--- src/cpu_pkg.sv ---
package cpu_pkg;

    // ------------------------------------------------------------
    // Widths and encodings
    // ------------------------------------------------------------
    localparam int unsigned xlen       = 32;
    localparam int unsigned reg_addr_w = 5;

    localparam logic [6:0] opcode_op     = 7'b0110011;  // R-type
    localparam logic [6:0] opcode_op_imm = 7'b0010011;  // I-type ALU
    localparam logic [6:0] opcode_branch = 7'b1100011;

    // Operand b source
    localparam logic alu_src_reg = 1'b0;
    localparam logic alu_src_imm = 1'b1;

    typedef enum logic [3:0] {
        alu_add, alu_sub, alu_sll, alu_slt, alu_sltu,
        alu_xor, alu_srl, alu_sra, alu_or, alu_and
    } alu_op_e;

    typedef enum logic [1:0] {
        not_branch,
        beq
    } branch_op_e;

    // ------------------------------------------------------------
    // Ports and pipeline registers
    // ------------------------------------------------------------
    typedef struct packed {
        logic            valid;
        logic [xlen-1:0] addr;
    } fetch_req_t;

    typedef struct packed {
        logic                  valid;
        logic [reg_addr_w-1:0] rd;
        logic [xlen-1:0]       data;
    } retire_t;

    typedef struct packed {
        logic                  valid;
        alu_op_e               alu_op;
        logic                  alu_src;
        logic                  reg_write;
        branch_op_e            branch_op;
        logic [xlen-1:0]       pc;
        logic [reg_addr_w-1:0] rs1;
        logic [reg_addr_w-1:0] rs2;
        logic [reg_addr_w-1:0] rd;
        logic [xlen-1:0]       rs1_data;
        logic [xlen-1:0]       rs2_data;
        logic [xlen-1:0]       imm;
    } idex_t;

    typedef struct packed {
        logic                  valid;
        logic                  reg_write;
        branch_op_e            branch_op;
        logic                  zero;      // rs1 - rs2 == 0
        logic [xlen-1:0]       target;
        logic [reg_addr_w-1:0] rd;
        logic [xlen-1:0]       result;
    } exmem_t;

    typedef struct packed {
        logic                  valid;
        logic                  reg_write;
        logic [reg_addr_w-1:0] rd;
        logic [xlen-1:0]       result;
    } memwb_t;

endpackage

--- src/alu.sv ---
`timescale 1ns/1ns

module alu (
    input  cpu_pkg::alu_op_e           op,
    input  logic [cpu_pkg::xlen-1:0]   a,
    input  logic [cpu_pkg::xlen-1:0]   b,
    output logic [cpu_pkg::xlen-1:0]   result
);
    logic [4:0] shamt;

    assign shamt = b[4:0];  // RV32I shifts use 5 bits

    always_comb begin
        case (op)
            cpu_pkg::alu_add:  result = a + b;
            cpu_pkg::alu_sub:  result = a - b;
            cpu_pkg::alu_sll:  result = a << shamt;
            cpu_pkg::alu_slt: begin
                result = {{(cpu_pkg::xlen-1){1'b0}}, $signed(a) < $signed(b)};
            end
            cpu_pkg::alu_sltu: begin
                result = {{(cpu_pkg::xlen-1){1'b0}}, a < b};
            end
            cpu_pkg::alu_xor:  result = a ^ b;
            cpu_pkg::alu_srl:  result = a >> shamt;
            cpu_pkg::alu_sra:  result = $signed(a) >>> shamt;  // Sign fill
            cpu_pkg::alu_or:   result = a | b;
            cpu_pkg::alu_and:  result = a & b;
            default:           result = '0;
        endcase
    end

endmodule

--- src/cpu.sv ---
`timescale 1ns/1ns

module cpu (
    input  logic                       clk,
    input  logic                       reset_n,
    output cpu_pkg::fetch_req_t        fetch_req,
    input  logic [cpu_pkg::xlen-1:0]   fetch_data,
    output cpu_pkg::retire_t           retire
);
    logic [cpu_pkg::xlen-1:0] pc;
    logic                     fetch_valid;
    logic                     ifid_valid;
    logic [cpu_pkg::xlen-1:0] ifid_pc;
    cpu_pkg::idex_t           idex;
    cpu_pkg::idex_t           id_next;
    cpu_pkg::exmem_t          exmem;
    cpu_pkg::memwb_t          memwb;
    logic                     branch_taken;

    // Pick the newest in-flight value of a source register
    function automatic logic [cpu_pkg::xlen-1:0] forward(
        input logic [cpu_pkg::reg_addr_w-1:0] rs,
        input logic [cpu_pkg::xlen-1:0]       rf_value,
        input cpu_pkg::exmem_t                ex,
        input cpu_pkg::memwb_t                wb
    );
        if (ex.valid && ex.reg_write && ex.rd != '0 && ex.rd == rs) return ex.result;
        if (wb.valid && wb.reg_write && wb.rd != '0 && wb.rd == rs) return wb.result;
        return rf_value;
    endfunction

    // ------------------------------------------------------------
    // Fetch
    // ------------------------------------------------------------
    assign branch_taken = exmem.valid && exmem.branch_op == cpu_pkg::beq && exmem.zero;

    assign fetch_req.valid = fetch_valid;
    assign fetch_req.addr  = pc;

    always_ff @(posedge clk or negedge reset_n) begin
        if (!reset_n) begin
            pc          <= '0;
            fetch_valid <= 1'b0;
            ifid_valid  <= 1'b0;
            ifid_pc     <= '0;
        end else begin
            fetch_valid <= 1'b1;
            ifid_valid  <= fetch_valid && !branch_taken;  // Youngest of the three flushed
            ifid_pc     <= pc;
            if (branch_taken) begin
                pc <= exmem.target;
            end else if (fetch_valid) begin
                pc <= pc + 32'd4;
            end
        end
    end

    // ------------------------------------------------------------
    // Decode
    // ------------------------------------------------------------
    logic [6:0]                     id_opcode;
    logic [2:0]                     id_funct3;
    logic                           id_funct7_5;    // sub / sra select
    logic [cpu_pkg::reg_addr_w-1:0] id_rs1;
    logic [cpu_pkg::reg_addr_w-1:0] id_rs2;
    logic [cpu_pkg::xlen-1:0]       id_i_imm;
    logic [cpu_pkg::xlen-1:0]       id_b_imm;
    logic [cpu_pkg::xlen-1:0]       rf_data1;
    logic [cpu_pkg::xlen-1:0]       rf_data2;

    assign id_opcode   = fetch_data[6:0];
    assign id_funct3   = fetch_data[14:12];
    assign id_funct7_5 = fetch_data[30];
    assign id_rs1      = fetch_data[19:15];
    assign id_rs2      = fetch_data[24:20];
    assign id_i_imm    = {{20{fetch_data[31]}}, fetch_data[31:20]};
    assign id_b_imm    = {{20{fetch_data[31]}}, fetch_data[7], fetch_data[30:25],
                          fetch_data[11:8], 1'b0};

    register_file u_register_file (
        .clk          (clk),
        .read_reg1    (id_rs1),
        .read_reg2    (id_rs2),
        .write_enable (memwb.valid && memwb.reg_write),
        .write_reg    (memwb.rd),
        .write_data   (memwb.result),
        .read_data1   (rf_data1),
        .read_data2   (rf_data2)
    );

    always_comb begin
        id_next           = '0;
        id_next.alu_op    = cpu_pkg::alu_add;
        id_next.alu_src   = cpu_pkg::alu_src_reg;
        id_next.branch_op = cpu_pkg::not_branch;
        id_next.pc        = ifid_pc;
        id_next.rs1       = id_rs1;
        id_next.rs2       = id_rs2;
        id_next.rd        = fetch_data[11:7];
        id_next.rs1_data  = rf_data1;
        id_next.rs2_data  = rf_data2;
        id_next.imm       = id_i_imm;

        case (id_opcode)
            cpu_pkg::opcode_op: begin
                id_next.valid     = ifid_valid;
                id_next.reg_write = 1'b1;
                case (id_funct3)
                    3'b000: id_next.alu_op = id_funct7_5 ? cpu_pkg::alu_sub : cpu_pkg::alu_add;
                    3'b001: id_next.alu_op = cpu_pkg::alu_sll;
                    3'b010: id_next.alu_op = cpu_pkg::alu_slt;
                    3'b011: id_next.alu_op = cpu_pkg::alu_sltu;
                    3'b100: id_next.alu_op = cpu_pkg::alu_xor;
                    3'b101: id_next.alu_op = id_funct7_5 ? cpu_pkg::alu_sra : cpu_pkg::alu_srl;
                    3'b110: id_next.alu_op = cpu_pkg::alu_or;
                    default: id_next.alu_op = cpu_pkg::alu_and;
                endcase
            end
            cpu_pkg::opcode_op_imm: begin
                id_next.valid     = ifid_valid;
                id_next.reg_write = 1'b1;
                id_next.alu_src   = cpu_pkg::alu_src_imm;
                case (id_funct3)
                    3'b000: id_next.alu_op = cpu_pkg::alu_add;
                    3'b001: id_next.alu_op = cpu_pkg::alu_sll;  // ALU only sees imm[4:0]
                    3'b010: id_next.alu_op = cpu_pkg::alu_slt;
                    3'b011: id_next.alu_op = cpu_pkg::alu_sltu;
                    3'b100: id_next.alu_op = cpu_pkg::alu_xor;
                    3'b101: id_next.alu_op = id_funct7_5 ? cpu_pkg::alu_sra : cpu_pkg::alu_srl;
                    3'b110: id_next.alu_op = cpu_pkg::alu_or;
                    default: id_next.alu_op = cpu_pkg::alu_and;
                endcase
            end
            cpu_pkg::opcode_branch: begin
                // Only BEQ, other branch kinds become bubbles
                id_next.valid     = ifid_valid && id_funct3 == 3'b000;
                id_next.branch_op = cpu_pkg::beq;
                id_next.alu_op    = cpu_pkg::alu_sub;
                id_next.imm       = id_b_imm;
            end
            default: id_next.valid = 1'b0;
        endcase
    end

    // ------------------------------------------------------------
    // Execute
    // ------------------------------------------------------------
    logic [cpu_pkg::xlen-1:0] ex_fwd_a;
    logic [cpu_pkg::xlen-1:0] ex_fwd_b;
    logic [cpu_pkg::xlen-1:0] ex_alu_b;
    logic [cpu_pkg::xlen-1:0] ex_result;

    assign ex_fwd_a = forward(idex.rs1, idex.rs1_data, exmem, memwb);
    assign ex_fwd_b = forward(idex.rs2, idex.rs2_data, exmem, memwb);
    assign ex_alu_b = (idex.alu_src == cpu_pkg::alu_src_imm) ? idex.imm : ex_fwd_b;

    alu u_alu (
        .op     (idex.alu_op),
        .a      (ex_fwd_a),
        .b      (ex_alu_b),
        .result (ex_result)
    );

    // ------------------------------------------------------------
    // Pipeline registers
    // ------------------------------------------------------------
    always_ff @(posedge clk or negedge reset_n) begin
        if (!reset_n) begin
            idex  <= '0;
            exmem <= '0;
            memwb <= '0;
        end else begin
            idex <= id_next;

            exmem.valid     <= idex.valid;
            exmem.reg_write <= idex.reg_write;
            exmem.branch_op <= idex.branch_op;
            exmem.zero      <= ex_result == '0;
            exmem.target    <= idex.pc + idex.imm;
            exmem.rd        <= idex.rd;
            exmem.result    <= ex_result;

            memwb.valid     <= exmem.valid;  // Branch itself moves on
            memwb.reg_write <= exmem.reg_write;
            memwb.rd        <= exmem.rd;
            memwb.result    <= exmem.result;

            if (branch_taken) begin
                idex.valid  <= 1'b0;
                exmem.valid <= 1'b0;
            end
        end
    end

    // Writeback announce
    assign retire.valid = memwb.valid && memwb.reg_write && memwb.rd != '0;
    assign retire.rd    = memwb.rd;
    assign retire.data  = memwb.result;

endmodule

--- src/register_file.sv ---
`timescale 1ns/1ns

module register_file (
    input  logic                           clk,
    input  logic [cpu_pkg::reg_addr_w-1:0] read_reg1,
    input  logic [cpu_pkg::reg_addr_w-1:0] read_reg2,
    input  logic                           write_enable,
    input  logic [cpu_pkg::reg_addr_w-1:0] write_reg,
    input  logic [cpu_pkg::xlen-1:0]       write_data,
    output logic [cpu_pkg::xlen-1:0]       read_data1,
    output logic [cpu_pkg::xlen-1:0]       read_data2
);
    // x0 has no storage
    logic [cpu_pkg::xlen-1:0] regs [1:2**cpu_pkg::reg_addr_w-1];

    always_ff @(posedge clk) begin
        if (write_enable && write_reg != '0) begin
            regs[write_reg] <= write_data;
        end
    end

    // Write-first: a same-cycle write is visible to decode
    always_comb begin
        if (read_reg1 == '0) read_data1 = '0;
        else if (write_enable && write_reg == read_reg1) read_data1 = write_data;
        else read_data1 = regs[read_reg1];

        if (read_reg2 == '0) read_data2 = '0;
        else if (write_enable && write_reg == read_reg2) read_data2 = write_data;
        else read_data2 = regs[read_reg2];
    end

endmodule

--- config.mk ---
export PLATFORM = sky130hd
export DESIGN_NAME = cpu
export DESIGN_NICKNAME = d
export VERILOG_FILES = /design/src/cpu_pkg.sv /design/src/alu.sv /design/src/cpu.sv /design/src/register_file.sv
export SDC_FILE = /design/constraint.sdc
export NUM_CORES = 2
export LEC_CHECK = 0
export ABC_AREA = 1
export BUFFER_PORTS_ARGS = -buffer_cell sky130_fd_sc_hd__buf_2
export CELL_PAD_IN_SITES_DETAIL_PLACEMENT = 0
export CELL_PAD_IN_SITES_GLOBAL_PLACEMENT = 1
export CORE_MARGIN = 2
export CORE_UTILIZATION = 30
export CTS_BUF_LIST = sky130_fd_sc_hd__clkbuf_8 sky130_fd_sc_hd__clkbuf_16
export CTS_CLUSTER_DIAMETER = 40
export DETAILED_ROUTE_END_ITERATION = 8
export PLACE_DENSITY_LB_ADDON = 0.05
export SYNTH_ARGS = -nofsm -noshare
export SYNTH_HDL_FRONTEND = slang
export SYNTH_SLANG_ARGS = --single-unit
--- constraint.sdc ---
create_clock -name clk -period 8.1 [get_ports clk]
set_input_delay 1.62 -clock clk [delete_from_list [all_inputs] [get_ports clk]]
set_output_delay 1.62 -clock clk [all_outputs]
set_load 0.1 [all_outputs]
==> impl_metrics.py <==
metrics = {
    "clocking": {
        "clk_latency_ns": 0.91,
        "cts-root-buf": "clkbuf_16",
        "cts_setup_buffers": 0,
        "hold_buffers": 0,
        "htreeDepth": 5,
        "tritoncts": "built",
        "clock_sinks": 1302,
        "ctsResizeCount": 0,
        "clk_pin_slew_ns": 0.05,
        "cts_made_buffers": 290,
        "clock_path_buffers": 4,
    },
    "sta": {
        "tightest_slew_ns": 1.27,
        "setup_viol": 0,
        "setup_slack_ns": 1.20,
        "maxSlewViolCount": 0,
        "hold_viol_final": 0,
        "fin_tns_setup_ns": 0,
        "final.min_clock_period_ns": 6.90,
        "clock_skew_ns": 0.0624,
        "finalCritPeriodShare_pct": 85.1,
        "rsz0062_at_grt": "false",
        "clock.fmax_ghz": 0.145,
        "relSlewSlack_pct": 15.5,
    },
    "power_and_ir_drop": {
        "cell_internal_pwr_mw": 16.7,
        "p_clk_share_pct": 46.5,
        "p_sw_mw": 8.01,
        "ir_worst_vdd_uv": 207,
        "power_density_mw_per_mm2": 294,
        "sw_frac_of_total_pct": 32.4,
        "comb_power_share_pct": 19.5,
        "seqPwrFrac_pct": 34.0,
        "leakagePower_nw": 32.5,
    },
    "die": {
        "rows": 178,
        "boundaryPins": 105,
        "die_w_um": 490,
        "initial_utilization_pct": 30.1,
        "design.core.area_mm2": 0.235,
        "die_area_mm2": 0.240,
        "die_y_um": 490,
    },
    "layout": {
        "seq_area_mm2": 0.0375,
        "multi_input_area_mm2": 0.0288,
        "fin_cells": 11400,
        "nets": 8174,
        "syn_to_final_growth_pct": 18.9,
        "nFillCells": 24000,
        "drive_above_1_share_pct": 10.7,
    },
    "yosys": {
        "synth_cells": 8008,
        "synth_area_mm2": 0.0707,
        "ys_top_cells_by_area": "edfxtp_1, dfrtp_1, o21ai_0, nand2_1, nand3_1",
        "yosys.area.top_type": "edfxtp_1",
        "yosysWarningCount": 0,
        "synth_fp_nets": 8176,
        "yosys_most_used_dff": "edfxtp_1",
        "synth-edff-count": 992,
        "ys_ff_latch": 1302,
        "synth_top_area_share_pct": 42.1,
        "yosysSeqAreaShare_pct": 53.1,
        "synthArstFlopShare_pct": 23.8,
        "synth.avg_cell_area_um2": 8.83,
        "ys_types": 70,
    },
    "place": {
        "dp_slack_ns": 1.32,
        "dp.cells": 10900,
        "gp_congestion": 0.926,
        "hpwl_um": 205000,
        "port_buffers": 104,
    },
    "setup_path": {
        "critPathMostFrequentCell": "nand2_1",
        "crit_arrival_ns": 7.71,
        "start_kind": "flip-flop",
        "worst-setup-path-type": "reg -> reg",
        "critPathBufInv": 3,
        "cp_max_fo": 42,
        "crit_required_ns": 8.91,
        "path_delay_family": "simple AND/OR/NAND/NOR gates",
        "critPathCaptureType": "flip-flop",
        "slowest_stage": "o21ai_0",
        "critPathMaxStageDelay_ns": 0.68,
    },
    "drt": {
        "dr.pass1.iters": 5,
        "routed_via_density": 5.54,
        "ant_nets": 0,
        "first_iter_violations": 6201,
        "routed_wl_um": 335000,
        "drc": 0,
        "wire_per_inst_um": 29.5,
        "vias": 63000,
    },
    "grt": {
        "grt-ovfl-total": 0,
        "grt_max_degree": 150,
        "grt_pass1_vias": 61400,
        "grt_first_pass_wirelength_um": 469000,
        "antenna_found_initial": 11,
        "grt_usage_pct": 27.4,
    },
    "worst_hold_path": {
        "hold_path.class": "reg -> reg",
    },
    "outcome": {
        "outcome": "completed",
    },
    "run": {
        "drv_cap": 0,
    },
}
[cell families after synthesis]
kind of cell	after synthesis	synth area share, %
fa+ha+maj	134	2.40
compound gates	2432	19.5
mux	1	0.0142
simple gates	2922	17.4
xor+xnor	79	0.978
other cells	1	0.00530
flops	1302	53.1
buf+inv	1137	6.58
[cells in the final DEF, fill, tap and decap left out, types with 36 or more instances in the layout]
master	instances
o221ai_1	60
o21ai_0	1194
o2111ai_1	37
edfxtp_1	992
clkbuf_16	303
nand2_1	1379
buf_4	192
xor2_1	56
o22ai_1	128
nor2_4	36
nand4_1	38
nor2_1	727
a31oi_1	63
inv_1	551
o211ai_1	135
buf_2	93
a21oi_1	593
dfrtp_1	310
ha_1	131
nand3_1	604
[registers in the layout, indices dropped and copies added, names as in the netlist]
| register | cells |
|---|---|
| idex | 132 |
| ifid_pc | 32 |
| retire | 37 |
| u_register_file.regs | 992 |
| pc | 32 |
| exmem | 73 |
| ifid_valid | 1 |
| fetch_valid | 1 |
| memwb | 2 |
[through the flow]
stage	utilization, %	cell area [um^2]	total power, mW	hold slack (ns)
floorplan	-	70700	11.3	0.331
global placement	31.8	74600	13.4	0.333
detailed placement	31.8	74600	13.3	0.335
CTS	35.8	84100	24.9	0.327
global route	35.8	84100	25.6	0.344
finish	35.8	84100	24.7	0.325
[layer usage]
metal  share of wire (%)  GRT usage [%]  vias up
met2                  46           43.6     2483
met1                  45           37.9    31600
li1                    -              -    28300
met5              0.0045              0        -
met3                 6.3           4.45      578
met4                 3.3           9.00        2
[power by group through the flow]
stage	Clock, mW	Sequential (mW)	Combinational (mW)
floorplan	0	8.75	2.52
global placement	0	8.54	4.81
detailed placement	0	8.53	4.79
CTS	11.7	8.42	4.80
global route	12.0	8.43	5.16
finish	11.5	8.42	4.81
[path summary, 6_finish.rpt]
kind                            start         to  slack, ns  cells after the start
min reg2reg                ifid_pc[1]  idex[112]       0.32                      0
min in group asynchronous     reset_n  idex[149]       0.64                      1
min                        ifid_pc[1]  idex[112]       0.32                      0
max                        retire[36]  exmem[69]       1.20                     32
max reg2reg                retire[36]  exmem[69]       1.20                     32
max in group asynchronous     reset_n  exmem[24]       6.16                      2
[cells in the mapped netlist (16+ instances only)]
master / instances
a211oi_1: 16
a21o_1: 16
a21oi_1: 593
a221oi_1: 27
a311oi_1: 17
a31oi_1: 63
buf_1: 46
buf_2: 43
buf_4: 54
clkbuf_1: 442
dfrtp_1: 310
edfxtp_1: 992
ha_1: 131
inv_1: 518
nand2_1: 1380
nand3_1: 606
nand3_2: 23
nand4_1: 38
nor2_1: 763
nor3_1: 33
nor4_1: 21
o2111ai_1: 37
o211ai_1: 135
o21a_1: 35
o21ai_0: 1194
o21ai_1: 17
o221ai_1: 60
o22ai_1: 128
o311ai_0: 16
or2_2: 18
xnor2_1: 23
xor2_1: 56
[area by class of cell]
cell class	count	share of cell area, %
clock inverter	182	2.02
antenna	5	0.0149
inverter	537	2.43
tap	3150	4.69
clock buffer	315	9.21
multi-input combinational	5569	34.3
sequential	1302	44.6
timing repair buffer	306	2.72
Power figures use the tool's default switching activity.
